File: config.mk
export PLATFORM = sky130hd
export DESIGN_NAME = rvc_expander_top
export DESIGN_NICKNAME = d
export VERILOG_FILES = /design/src/source/rvc_expand_pkg.sv /design/src/source/rvc_alu_expander.sv /design/src/source/rvc_expand_ctrl.sv /design/src/source/rvc_expander_top.sv /design/src/source/rvc_mem_expander.sv
export SDC_FILE = /design/constraint.sdc
export NUM_CORES = 1
export LEC_CHECK = 0
export ABC_AREA = 1
export ABC_CLOCK_PERIOD_IN_PS = 3600
export BUFFER_PORTS_ARGS = -buffer_cell sky130_fd_sc_hd__buf_2
export CAP_MARGIN = 15
export CORE_ASPECT_RATIO = 1.4
export CORE_UTILIZATION = 50
export DETAILED_ROUTE_END_ITERATION = 7
export GPL_TIMING_DRIVEN = 0
export PLACE_DENSITY = 0.78
export SYNTH_ARGS = -nofsm -noshare
export SYNTH_HDL_FRONTEND = slang
export SYNTH_SLANG_ARGS = --single-unit
File: constraint.sdc
create_clock -name clk_i -period 3.6 [get_ports clk_i]
set_input_delay 0.72 -clock clk_i [delete_from_list [all_inputs] [get_ports clk_i]]
set_output_delay 0.72 -clock clk_i [all_outputs]
set_load 0.01 [all_outputs]
File: src/source/rvc_expand_pkg.sv
//--------------------------------------------------------------------
// Shared types and constants for the RV32C to RV32I expander
// Only the RV32I opcodes reached by the supported compressed subset
// are defined here
//--------------------------------------------------------------------
package rvc_expand_pkg;

    //----------------------------------------------------------------
    // Instruction word types
    //----------------------------------------------------------------

    // A 16-bit compressed word as fetched
    typedef logic [15:0] cinstr_t;

    // A full RV32I instruction word
    typedef logic [31:0] instr_t;

    // Index into the integer register file
    typedef logic [4:0] reg_idx_t;

    //----------------------------------------------------------------
    // RV32I major opcodes
    //----------------------------------------------------------------

    localparam logic [6:0] OPC_LOAD   = 7'b0000011;
    localparam logic [6:0] OPC_STORE  = 7'b0100011;
    localparam logic [6:0] OPC_OP_IMM = 7'b0010011;
    localparam logic [6:0] OPC_OP     = 7'b0110011;

    //----------------------------------------------------------------
    // Fixed registers
    //----------------------------------------------------------------

    // Hard-wired zero
    localparam reg_idx_t REG_X0 = 5'd0;

    // Stack pointer, implicit base of the stack forms
    localparam reg_idx_t REG_SP = 5'd2;

    //----------------------------------------------------------------
    // Compressed encoding fields
    //----------------------------------------------------------------

    // Quadrant codes held in bits 1:0, quadrant 3 marks a 32-bit word
    localparam logic [1:0] QUAD_0 = 2'b00;
    localparam logic [1:0] QUAD_1 = 2'b01;
    localparam logic [1:0] QUAD_2 = 2'b10;

    // A 3-bit register field rs1', rs2' or rd' selects x8 to x15
    localparam logic [4:0] CREG_BASE = 5'd8;

endpackage : rvc_expand_pkg

File: src/source/rvc_alu_expander.sv
`timescale 1ns/10ps
//--------------------------------------------------------------------
// Combinational expander for the RV32C integer arithmetic group
// Quadrant 2 function 100 is claimed as a whole, so jumps and
// C.EBREAK in that slot come out claimed but not legal
// Shift amounts with bit 12 set are RV64 only and are rejected
//--------------------------------------------------------------------
module rvc_alu_expander import rvc_expand_pkg::*; (
    input  cinstr_t compressed_i,
    output logic    claim_o,
    output logic    legal_o,
    output instr_t  expanded_o
);

    logic [1:0]  quad;
    logic [2:0]  funct3;
    logic        bit12;
    reg_idx_t    rd_full;
    reg_idx_t    rs2_full;
    reg_idx_t    reg_hi_prime;
    reg_idx_t    reg_lo_prime;
    logic [11:0] ci_imm;
    logic        ci_imm_nonzero;
    logic [4:0]  shamt;
    logic [2:0]  ca_funct3;
    logic [6:0]  ca_funct7;

    function automatic instr_t i_type(input logic [11:0] imm, input reg_idx_t rs1,
                                      input logic [2:0] f3, input reg_idx_t rd,
                                      input logic [6:0] opc);
        return {imm, rs1, f3, rd, opc};
    endfunction

    // R-type layout, the immediate shifts also use it with shamt in rs2
    function automatic instr_t r_type(input logic [6:0] f7, input reg_idx_t rs2,
                                      input reg_idx_t rs1, input logic [2:0] f3,
                                      input reg_idx_t rd, input logic [6:0] opc);
        return {f7, rs2, rs1, f3, rd, opc};
    endfunction

    assign quad     = compressed_i[1:0];
    assign funct3   = compressed_i[15:13];
    assign bit12    = compressed_i[12];
    assign rd_full  = compressed_i[11:7];
    assign rs2_full = compressed_i[6:2];
    assign shamt    = compressed_i[6:2];

    assign reg_hi_prime = CREG_BASE + {2'b00, compressed_i[9:7]};
    assign reg_lo_prime = CREG_BASE + {2'b00, compressed_i[4:2]};

    // Six-bit signed immediate of the CI and CB forms
    assign ci_imm         = {{6{bit12}}, bit12, compressed_i[6:2]};
    assign ci_imm_nonzero = ({bit12, compressed_i[6:2]} != 6'd0);

    //----------------------------------------------------------------
    // Register-register group, selected by bits 6:5
    //----------------------------------------------------------------

    always_comb begin
        ca_funct7 = 7'b0000000;
        case (compressed_i[6:5])
            2'b00: begin
                ca_funct3 = 3'b000;
                ca_funct7 = 7'b0100000;
            end
            2'b01:   ca_funct3 = 3'b100;
            2'b10:   ca_funct3 = 3'b110;
            default: ca_funct3 = 3'b111;
        endcase
    end

    always_comb begin
        claim_o    = 1'b0;
        legal_o    = 1'b0;
        expanded_o = '0;
        case ({quad, funct3})
            {QUAD_1, 3'b000}: begin
                // C.ADDI, the rd or immediate zero cases are NOP and hints
                claim_o    = 1'b1;
                legal_o    = (rd_full != REG_X0) && ci_imm_nonzero;
                expanded_o = i_type(ci_imm, rd_full, 3'b000, rd_full, OPC_OP_IMM);
            end
            {QUAD_1, 3'b010}: begin
                // C.LI is addi rd, x0, imm
                claim_o    = 1'b1;
                legal_o    = (rd_full != REG_X0);
                expanded_o = i_type(ci_imm, REG_X0, 3'b000, rd_full, OPC_OP_IMM);
            end
            {QUAD_1, 3'b100}: begin
                claim_o = 1'b1;
                case (compressed_i[11:10])
                    2'b00: begin
                        legal_o    = !bit12;
                        expanded_o = r_type(7'b0000000, shamt, reg_hi_prime, 3'b101,
                                            reg_hi_prime, OPC_OP_IMM);
                    end
                    2'b01: begin
                        legal_o    = !bit12;
                        expanded_o = r_type(7'b0100000, shamt, reg_hi_prime, 3'b101,
                                            reg_hi_prime, OPC_OP_IMM);
                    end
                    2'b10: begin
                        legal_o    = 1'b1;
                        expanded_o = i_type(ci_imm, reg_hi_prime, 3'b111, reg_hi_prime,
                                            OPC_OP_IMM);
                    end
                    default: begin
                        // Bit 12 set selects the RV64 word forms
                        legal_o    = !bit12;
                        expanded_o = r_type(ca_funct7, reg_lo_prime, reg_hi_prime,
                                            ca_funct3, reg_hi_prime, OPC_OP);
                    end
                endcase
            end
            {QUAD_2, 3'b000}: begin
                claim_o    = 1'b1;
                legal_o    = !bit12 && (rd_full != REG_X0);
                expanded_o = r_type(7'b0000000, shamt, rd_full, 3'b001, rd_full, OPC_OP_IMM);
            end
            {QUAD_2, 3'b100}: begin
                // C.MV adds to x0 and C.ADD adds to rd, zero rs2 means a jump or break
                claim_o    = 1'b1;
                legal_o    = (rd_full != REG_X0) && (rs2_full != REG_X0);
                expanded_o = r_type(7'b0000000, rs2_full, bit12 ? rd_full : REG_X0,
                                    3'b000, rd_full, OPC_OP);
            end
            default: claim_o = 1'b0;
        endcase
    end

endmodule : rvc_alu_expander

File: src/source/rvc_expand_ctrl.sv
`timescale 1ns/10ps
//--------------------------------------------------------------------
// Picks the claiming expander result and serves it over a four-phase
// req/ack handshake. One request is held at a time, ack_o follows the
// request by one cycle and drops on the first edge that sees req_i low
//--------------------------------------------------------------------
module rvc_expand_ctrl import rvc_expand_pkg::*; (
    input  logic   clk_i,
    input  logic   rst_n_i,
    input  logic   req_i,
    input  logic   mem_claim_i,
    input  logic   mem_legal_i,
    input  instr_t mem_expanded_i,
    input  logic   alu_claim_i,
    input  logic   alu_legal_i,
    input  instr_t alu_expanded_i,
    output logic   ack_o,
    output instr_t decompressed_o,
    output logic   illegal_o
);

    typedef enum logic {
        ST_IDLE = 1'b0,
        ST_ACK  = 1'b1
    } state_t;

    state_t state_q;
    instr_t sel_word;
    logic   sel_illegal;
    logic   accept;

    // The groups are disjoint, so at most one claim is high
    always_comb begin
        if (mem_claim_i) begin
            sel_word    = mem_expanded_i;
            sel_illegal = !mem_legal_i;
        end else if (alu_claim_i) begin
            sel_word    = alu_expanded_i;
            sel_illegal = !alu_legal_i;
        end else begin
            sel_word    = '0;
            sel_illegal = 1'b1;
        end
    end

    assign accept = (state_q == ST_IDLE) && req_i;
    assign ack_o  = (state_q == ST_ACK);

    always_ff @(posedge clk_i) begin
        if (!rst_n_i) begin
            state_q        <= ST_IDLE;
            decompressed_o <= '0;
            illegal_o      <= 1'b0;
        end else begin
            if (accept) begin
                state_q        <= ST_ACK;
                decompressed_o <= sel_word;
                illegal_o      <= sel_illegal;
            end else if ((state_q == ST_ACK) && !req_i) begin
                state_q <= ST_IDLE;
            end
        end
    end

endmodule : rvc_expand_ctrl

File: src/source/rvc_expander_top.sv
`timescale 1ns/10ps
//--------------------------------------------------------------------
// RV32C expander with a registered four-phase req/ack interface
// compressed_i must stay stable while req_i is high
// decompressed_o is undefined whenever illegal_o is high
//--------------------------------------------------------------------
module rvc_expander_top import rvc_expand_pkg::*; (
    input  logic    clk_i,
    input  logic    rst_n_i,
    input  logic    req_i,
    input  cinstr_t compressed_i,
    output logic    ack_o,
    output instr_t  decompressed_o,
    output logic    illegal_o
);

    logic   mem_claim;
    logic   mem_legal;
    instr_t mem_expanded;
    logic   alu_claim;
    logic   alu_legal;
    instr_t alu_expanded;

    // Both groups decode the same word in parallel
    rvc_mem_expander i_mem_expander (
        .compressed_i (compressed_i),
        .claim_o      (mem_claim),
        .legal_o      (mem_legal),
        .expanded_o   (mem_expanded)
    );

    rvc_alu_expander i_alu_expander (
        .compressed_i (compressed_i),
        .claim_o      (alu_claim),
        .legal_o      (alu_legal),
        .expanded_o   (alu_expanded)
    );

    rvc_expand_ctrl i_expand_ctrl (
        .clk_i          (clk_i),
        .rst_n_i        (rst_n_i),
        .req_i          (req_i),
        .mem_claim_i    (mem_claim),
        .mem_legal_i    (mem_legal),
        .mem_expanded_i (mem_expanded),
        .alu_claim_i    (alu_claim),
        .alu_legal_i    (alu_legal),
        .alu_expanded_i (alu_expanded),
        .ack_o          (ack_o),
        .decompressed_o (decompressed_o),
        .illegal_o      (illegal_o)
    );

endmodule : rvc_expander_top

File: src/source/rvc_mem_expander.sv
`timescale 1ns/10ps
//--------------------------------------------------------------------
// Combinational expander for C.ADDI4SPN, C.LW, C.SW, C.LWSP, C.SWSP
// claim_o flags words of this group only, expanded_o is zero otherwise
// expanded_o is meaningful only while legal_o is high
//--------------------------------------------------------------------
module rvc_mem_expander import rvc_expand_pkg::*; (
    input  cinstr_t compressed_i,
    output logic    claim_o,
    output logic    legal_o,
    output instr_t  expanded_o
);

    logic [1:0] quad;
    logic [2:0] funct3;
    reg_idx_t   reg_lo_prime;
    reg_idx_t   reg_hi_prime;
    reg_idx_t   rd_full;
    reg_idx_t   rs2_full;
    logic [9:0] addi4spn_imm;
    logic [6:0] word_imm;
    logic [7:0] lwsp_imm;
    logic [7:0] swsp_imm;

    // I-type layout used by ADDI and LW
    function automatic instr_t i_type(input logic [11:0] imm, input reg_idx_t rs1,
                                      input logic [2:0] f3, input reg_idx_t rd,
                                      input logic [6:0] opc);
        return {imm, rs1, f3, rd, opc};
    endfunction

    // S-type layout splits the offset around the two source registers
    function automatic instr_t s_type(input logic [11:0] imm, input reg_idx_t rs2,
                                      input reg_idx_t rs1, input logic [2:0] f3,
                                      input logic [6:0] opc);
        return {imm[11:5], rs2, rs1, f3, imm[4:0], opc};
    endfunction

    assign quad   = compressed_i[1:0];
    assign funct3 = compressed_i[15:13];

    // Short register fields map onto x8..x15
    assign reg_lo_prime = CREG_BASE + {2'b00, compressed_i[4:2]};
    assign reg_hi_prime = CREG_BASE + {2'b00, compressed_i[9:7]};
    assign rd_full      = compressed_i[11:7];
    assign rs2_full     = compressed_i[6:2];

    //----------------------------------------------------------------
    // Scattered unsigned offsets, all word aligned
    //----------------------------------------------------------------

    // nzuimm[9:6|5:4|3|2] from bits 10:7, 12:11, 5 and 6
    assign addi4spn_imm = {compressed_i[10:7], compressed_i[12:11],
                           compressed_i[5], compressed_i[6], 2'b00};
    // Shared by C.LW and C.SW, uimm[6|5:3|2]
    assign word_imm     = {compressed_i[5], compressed_i[12:10], compressed_i[6], 2'b00};
    assign lwsp_imm     = {compressed_i[3:2], compressed_i[12], compressed_i[6:4], 2'b00};
    assign swsp_imm     = {compressed_i[8:7], compressed_i[12:9], 2'b00};

    always_comb begin
        claim_o    = 1'b0;
        legal_o    = 1'b0;
        expanded_o = '0;
        case ({quad, funct3})
            {QUAD_0, 3'b000}: begin
                // addi rd', sp, nzuimm and a zero offset is reserved
                claim_o    = 1'b1;
                legal_o    = (addi4spn_imm != '0);
                expanded_o = i_type({2'b00, addi4spn_imm}, REG_SP, 3'b000,
                                    reg_lo_prime, OPC_OP_IMM);
            end
            {QUAD_0, 3'b010}: begin
                claim_o    = 1'b1;
                legal_o    = 1'b1;
                expanded_o = i_type({5'b0, word_imm}, reg_hi_prime, 3'b010,
                                    reg_lo_prime, OPC_LOAD);
            end
            {QUAD_0, 3'b110}: begin
                claim_o    = 1'b1;
                legal_o    = 1'b1;
                expanded_o = s_type({5'b0, word_imm}, reg_lo_prime, reg_hi_prime,
                                    3'b010, OPC_STORE);
            end
            {QUAD_2, 3'b010}: begin
                // Loading into x0 is reserved for C.LWSP
                claim_o    = 1'b1;
                legal_o    = (rd_full != REG_X0);
                expanded_o = i_type({4'b0, lwsp_imm}, REG_SP, 3'b010, rd_full, OPC_LOAD);
            end
            {QUAD_2, 3'b110}: begin
                claim_o    = 1'b1;
                legal_o    = 1'b1;
                expanded_o = s_type({4'b0, swsp_imm}, rs2_full, REG_SP, 3'b010, OPC_STORE);
            end
            default: claim_o = 1'b0;
        endcase
    end

endmodule : rvc_mem_expander

---- Yosys cells after proc, flatten, opt, wreduce, memory -nomap -nowiden ----
Index checks and enable logic that the tools add are counted.
operators by class
  eq/ne operators ......................... 13
  reduce and logical (&&, ||, !) cells .... 20
  bitwise logic cells ..................... 1
  mux-type cells .......................... 17
  add/sub/neg operators ................... 2
operators by type and width
  kind                   count
  $pmux W32 S5           1
  $pmux W30 S5           1
  $pmux W32 S3           1
  $mux W32               2
  $eq A5 B5 Y1 const B   4
  $eq A5 B4 Y1 const B   3
  $add A4 B3 Y5 const A  2
  $reduce_bool A10 Y1    1
  $reduce_bool A5 Y1     2
  $reduce_or A5 Y1       2
  $pmux W3 S3            1
  $mux W1                7
  $mux W6                1
  $reduce_bool A6 Y1     1
  $eq A5 B2 Y1 const B   1
  $eq A5 B3 Y1 const B   1
  $logic_and A1 B1 Y1    5
  $logic_not A5 Y1       1
  $mux W5                1
  $pmux W1 S5            1
  $eq A2 B1 Y1 const B   2
  $eq A2 B2 Y1 const B   2
  $logic_not A1 Y1       4
  $logic_not A2 Y1       2
  other kinds (4)        4
word-level totals
  input port bits ......................... 19
  output and inout port bits .............. 34
  bits in registers ....................... 34
  logic and storage cells ................. 56

---- Depth between registers and ports, before layout ----
  depth in word-level cells ............... 6
  depth in mapped cells ................... 11
  mapped depth without buffers ............ 11

---- Modules after synthesis ----
A second synthesis with hierarchy kept.
second synthesis, totals
  cells, all modules ...................... 380
  area total of the unflattened synthesis .. 3017.9 µm²
by module, submodules not included
  module            area each (µm²)  seq. area each (µm²)  cells an instance  times used
  rvc_expand_ctrl   2006.9           680.7                 197                1
  rvc_alu_expander  556.8            0.0                   101                1
  rvc_mem_expander  454.2            0.0                   82                 1

---- Least setup slack after synthesis ----
OpenSTA, ideal clock, no wires.
  path kind ............................... input-to-reg
  from .................................... input port req_i
  to ...................................... register i_expand_ctrl.decompressed_o[11]
  path slack .............................. 1.856 ns
  library setup time ...................... 0.070 ns
  required time ........................... 3.530 ns
  stages on the path ...................... 6
  path buffers ............................ 2
  arrival ................................. 1.673 ns
  path through ............................ ha_1 -> buf_2 -> inv_1 -> clkbuf_1 -> nand2_1 -> a21oi_1
between the ends
  word-level cells in the longest chain between the ends .. 1
RTL lines
  element               RTL line                RTL
  from (decl)           rvc_expander_top.sv:10  input logic req_i,
  $logic_and A1 B1 Y1   rvc_expand_ctrl.sv:46   assign accept = (state_q == ST_IDLE) && req_i;
  to (signal assigned)  rvc_expand_ctrl.sv:57   decompressed_o <= sel_word;
  to (decl)             rvc_expand_ctrl.sv:18   output instr_t decompressed_o,
No other way between the ends.
A chain may end at the register's enable or synchronous reset.

---- Worst setup path after layout ----
  from .................................... input port req_i
  to ...................................... register i_expand_ctrl.decompressed_o[20]
between the ends
  word-level cells in the longest chain between the ends .. 1
RTL lines
  element                         RTL line               RTL
  $logic_and A1 B1 Y1             rvc_expand_ctrl.sv:46
  named net i_expand_ctrl.accept  rvc_expand_ctrl.sv:30  logic accept;
The timed path passes the listed nets, and every way through them passes these cells.

==> impl_metrics.toml <==
[detailed_routing]
drc_errors = 0
drtIter0Drc = 81
routed_wl_um = 4780
via_per_inst = 5.37
vias = 1862
detail-route-antenna-nets = 0
dr.pass1.iters = 4
routedWlPerCell_um = 13.8

[grt]
grt_first_pass_wirelength_um = 7590
grt_util_all_layers = 0.278
overflow = 0
antenna_found_initial = 0
grt_max_degree = 11
grt_pass1_vias = 1669

[pwr]
p_int_mw = 0.581
leakage_nw = 1.03
pwr-share-comb = 0.242
p_per_area_nw_per_um2 = 405
power.switching_mw = 0.259
clkPwrFrac = 0.312
p_seq_frac = 0.446
power_mw = 0.840
vdd_drop_max_v = 0.000375
swShare = 0.308

[yosys]
postSynthCellCount = 254
ys_ff_latch = 30
ys_types = 29
ys_seq_area_frac = 0.353
ys_warn_count = 0
avgSynthCellArea_um2 = 6.70
syn-cell-area_um2 = 1700

[placement]
dpl.hpwl_um = 3770
portBuffers = 46
post-place-ws_ns = 1.47
place.gp.congestion = 0.965

[timing]
post-route-min-period_ns = 1.84
hold_viol = 0
layout_setup_ws_ns = 1.76
worstMarginPinSlew_ns = 0.539
period_share = 0.512
relSlewSlack = 0.641
setup_tns_ns = 0
rsz0062_at_grt = "no"
setup_viol = 0
skew_ns = 0.00408
fin_hold_ws_ns = 0.461
max_freq_mhz = 542
slew_viol_final = 0

[critical_path]
crit_top_cell = "buf_2"
path_cells = "buf_2 > ha_1 > buf_2 > inv_1 > clkbuf_1 > nand2_1 > a21oi_1"
cpPeakStageDelay_ns = 0.39
crit_path_end_kind = "register"
cp_slowest_cell = "clkbuf_1"
cp_data_required_time_ns = 3.81
path_class = "in -> reg"
crit_path_max_fanout = 10
startpoint_type = "input pin"
arrival_ns = 2.05

[clocking]
cts_tree = "done"
cts_resized = 0
clock-root-buffer = "clkbuf_8"
path_clk_slew_ns = 0.06
cts_setup_buffers = 0
clk_latency_ns = 0.28
clkSinkCount = 30
holdBufCountCts = 0
cts_buffers = 5
clock_path_buffers = 2
htreeDepth = 2

[final_layout]
drive_above_1_share = 0.263
final_common_cell = "buf_2"
antenna_cells = 0
final_cell_mix = "buf_2 (47), nand2_1 (44), a21oi_1 (33)"
syn2layout_area_growth_pct = 21.7
nNetsFinal = 329

[floorplan]
die_area_um2 = 3640
ios = 53
initial_core_util = 0.535
die-height_um = 71.0
core_um2 = 3180
dieWidth_um = 51.3
rows = 24

[job]
maxCapViolations = 0

[hold_path]
hold_path_class = "reg -> reg"

[run_status]
status = "finished, final reports clean"
final cells by class:
type / count / area, um2
plain buffers: 14 / 72.6
clock buffers: 6 / 82.6
fillers: 307 / 1110
inverters: 29 / 109
multi-input cells: 183 / 927
flip-flops and latches: 30 / 601
well taps: 39 / 48.8
repair buffers: 46 / 230
power by group through the flow:
stage | registers, mW | logic (mW) | clock network, mW
2_1_floorplan | 0.396 | 0.110 | 0
3_3_place_gp | 0.381 | 0.200 | 0
3_5_place_dp | 0.382 | 0.202 | 0
4_1_cts | 0.375 | 0.203 | 0.267
5_1_grt | 0.378 | 0.226 | 0.274
6_report | 0.375 | 0.203 | 0.262
stage by stage:
step | instances | utilization | area, um2
floorplan | 256 | - | 1710
global placement | 341 | 0.625 | 1990
detailed placement | 341 | 0.625 | 1990
CTS | 347 | 0.651 | 2070
global route | 347 | 0.651 | 2070
finish | 347 | 0.651 | 2070
state kept, by name (all words and copies together) (netlist names):
signal and flops:
i_expand_ctrl.ack_o 1, i_expand_ctrl.illegal_o 1, i_expand_ctrl.decompressed_o 28
kinds of logic after synthesis:
group	synth area share
AO/OA/AOI/OAI	0.238
adder cells (fa/ha/maj)	0.00735
buffers and inverters	0.107
flip-flops	0.353
other	0.00220
AND/OR/NAND/NOR	0.293
synth_stat cells, drive strengths merged:
master   number  area (um2)
a21boi        1        7.51
clkbuf        7        26.3
ha            1        12.5
nand3        16         103
a21oi        33         165
dfxtp        30         601
buf           7        46.3
nor3          3        15.0
a31oi         2        12.5
inv          29         109
conb          1        3.75
nand2        49         196
nand4         3        33.8
o2111ai       1        8.76
o211ai        4        30.0
nor2         33         151
a22oi         1        7.51
o21ai        33         173
critical path: cells and delay by family:
kind / cells / cell delay (ns)
simple gates: 1 / 0.09
buf+inv: 4 / 0.90
fa+ha+maj: 1 / 0.17
compound gates: 1 / 0.17
final timing paths:
path	from	endpoint	slack [ns]	depth (start not counted)
setup / recovery	req_i	i_expand_ctrl.decompressed_o[20]$_SDFFE_PN0P_	1.76	7
hold / removal	i_expand_ctrl.illegal_o$_SDFFE_PN0P_	i_expand_ctrl.illegal_o$_SDFFE_PN0P_	0.46	2
setup reg to reg	i_expand_ctrl.ack_o$_SDFFE_PN0P_	i_expand_ctrl.decompressed_o[20]$_SDFFE_PN0P_	1.92	7
hold reg to reg	i_expand_ctrl.illegal_o$_SDFFE_PN0P_	i_expand_ctrl.illegal_o$_SDFFE_PN0P_	0.46	2
metal layers:
layer	part of all wire	vias up	wire, um	global-route usage
met5	0	-	0	0
met4	0.021	0	102	0.114
met2	0.49	76	2360	0.471
met1	0.42	834	2020	0.346
met3	0.062	12	295	0.0409
li1	-	940	-	-
Note: power is estimated with default switching activity, not from simulation.
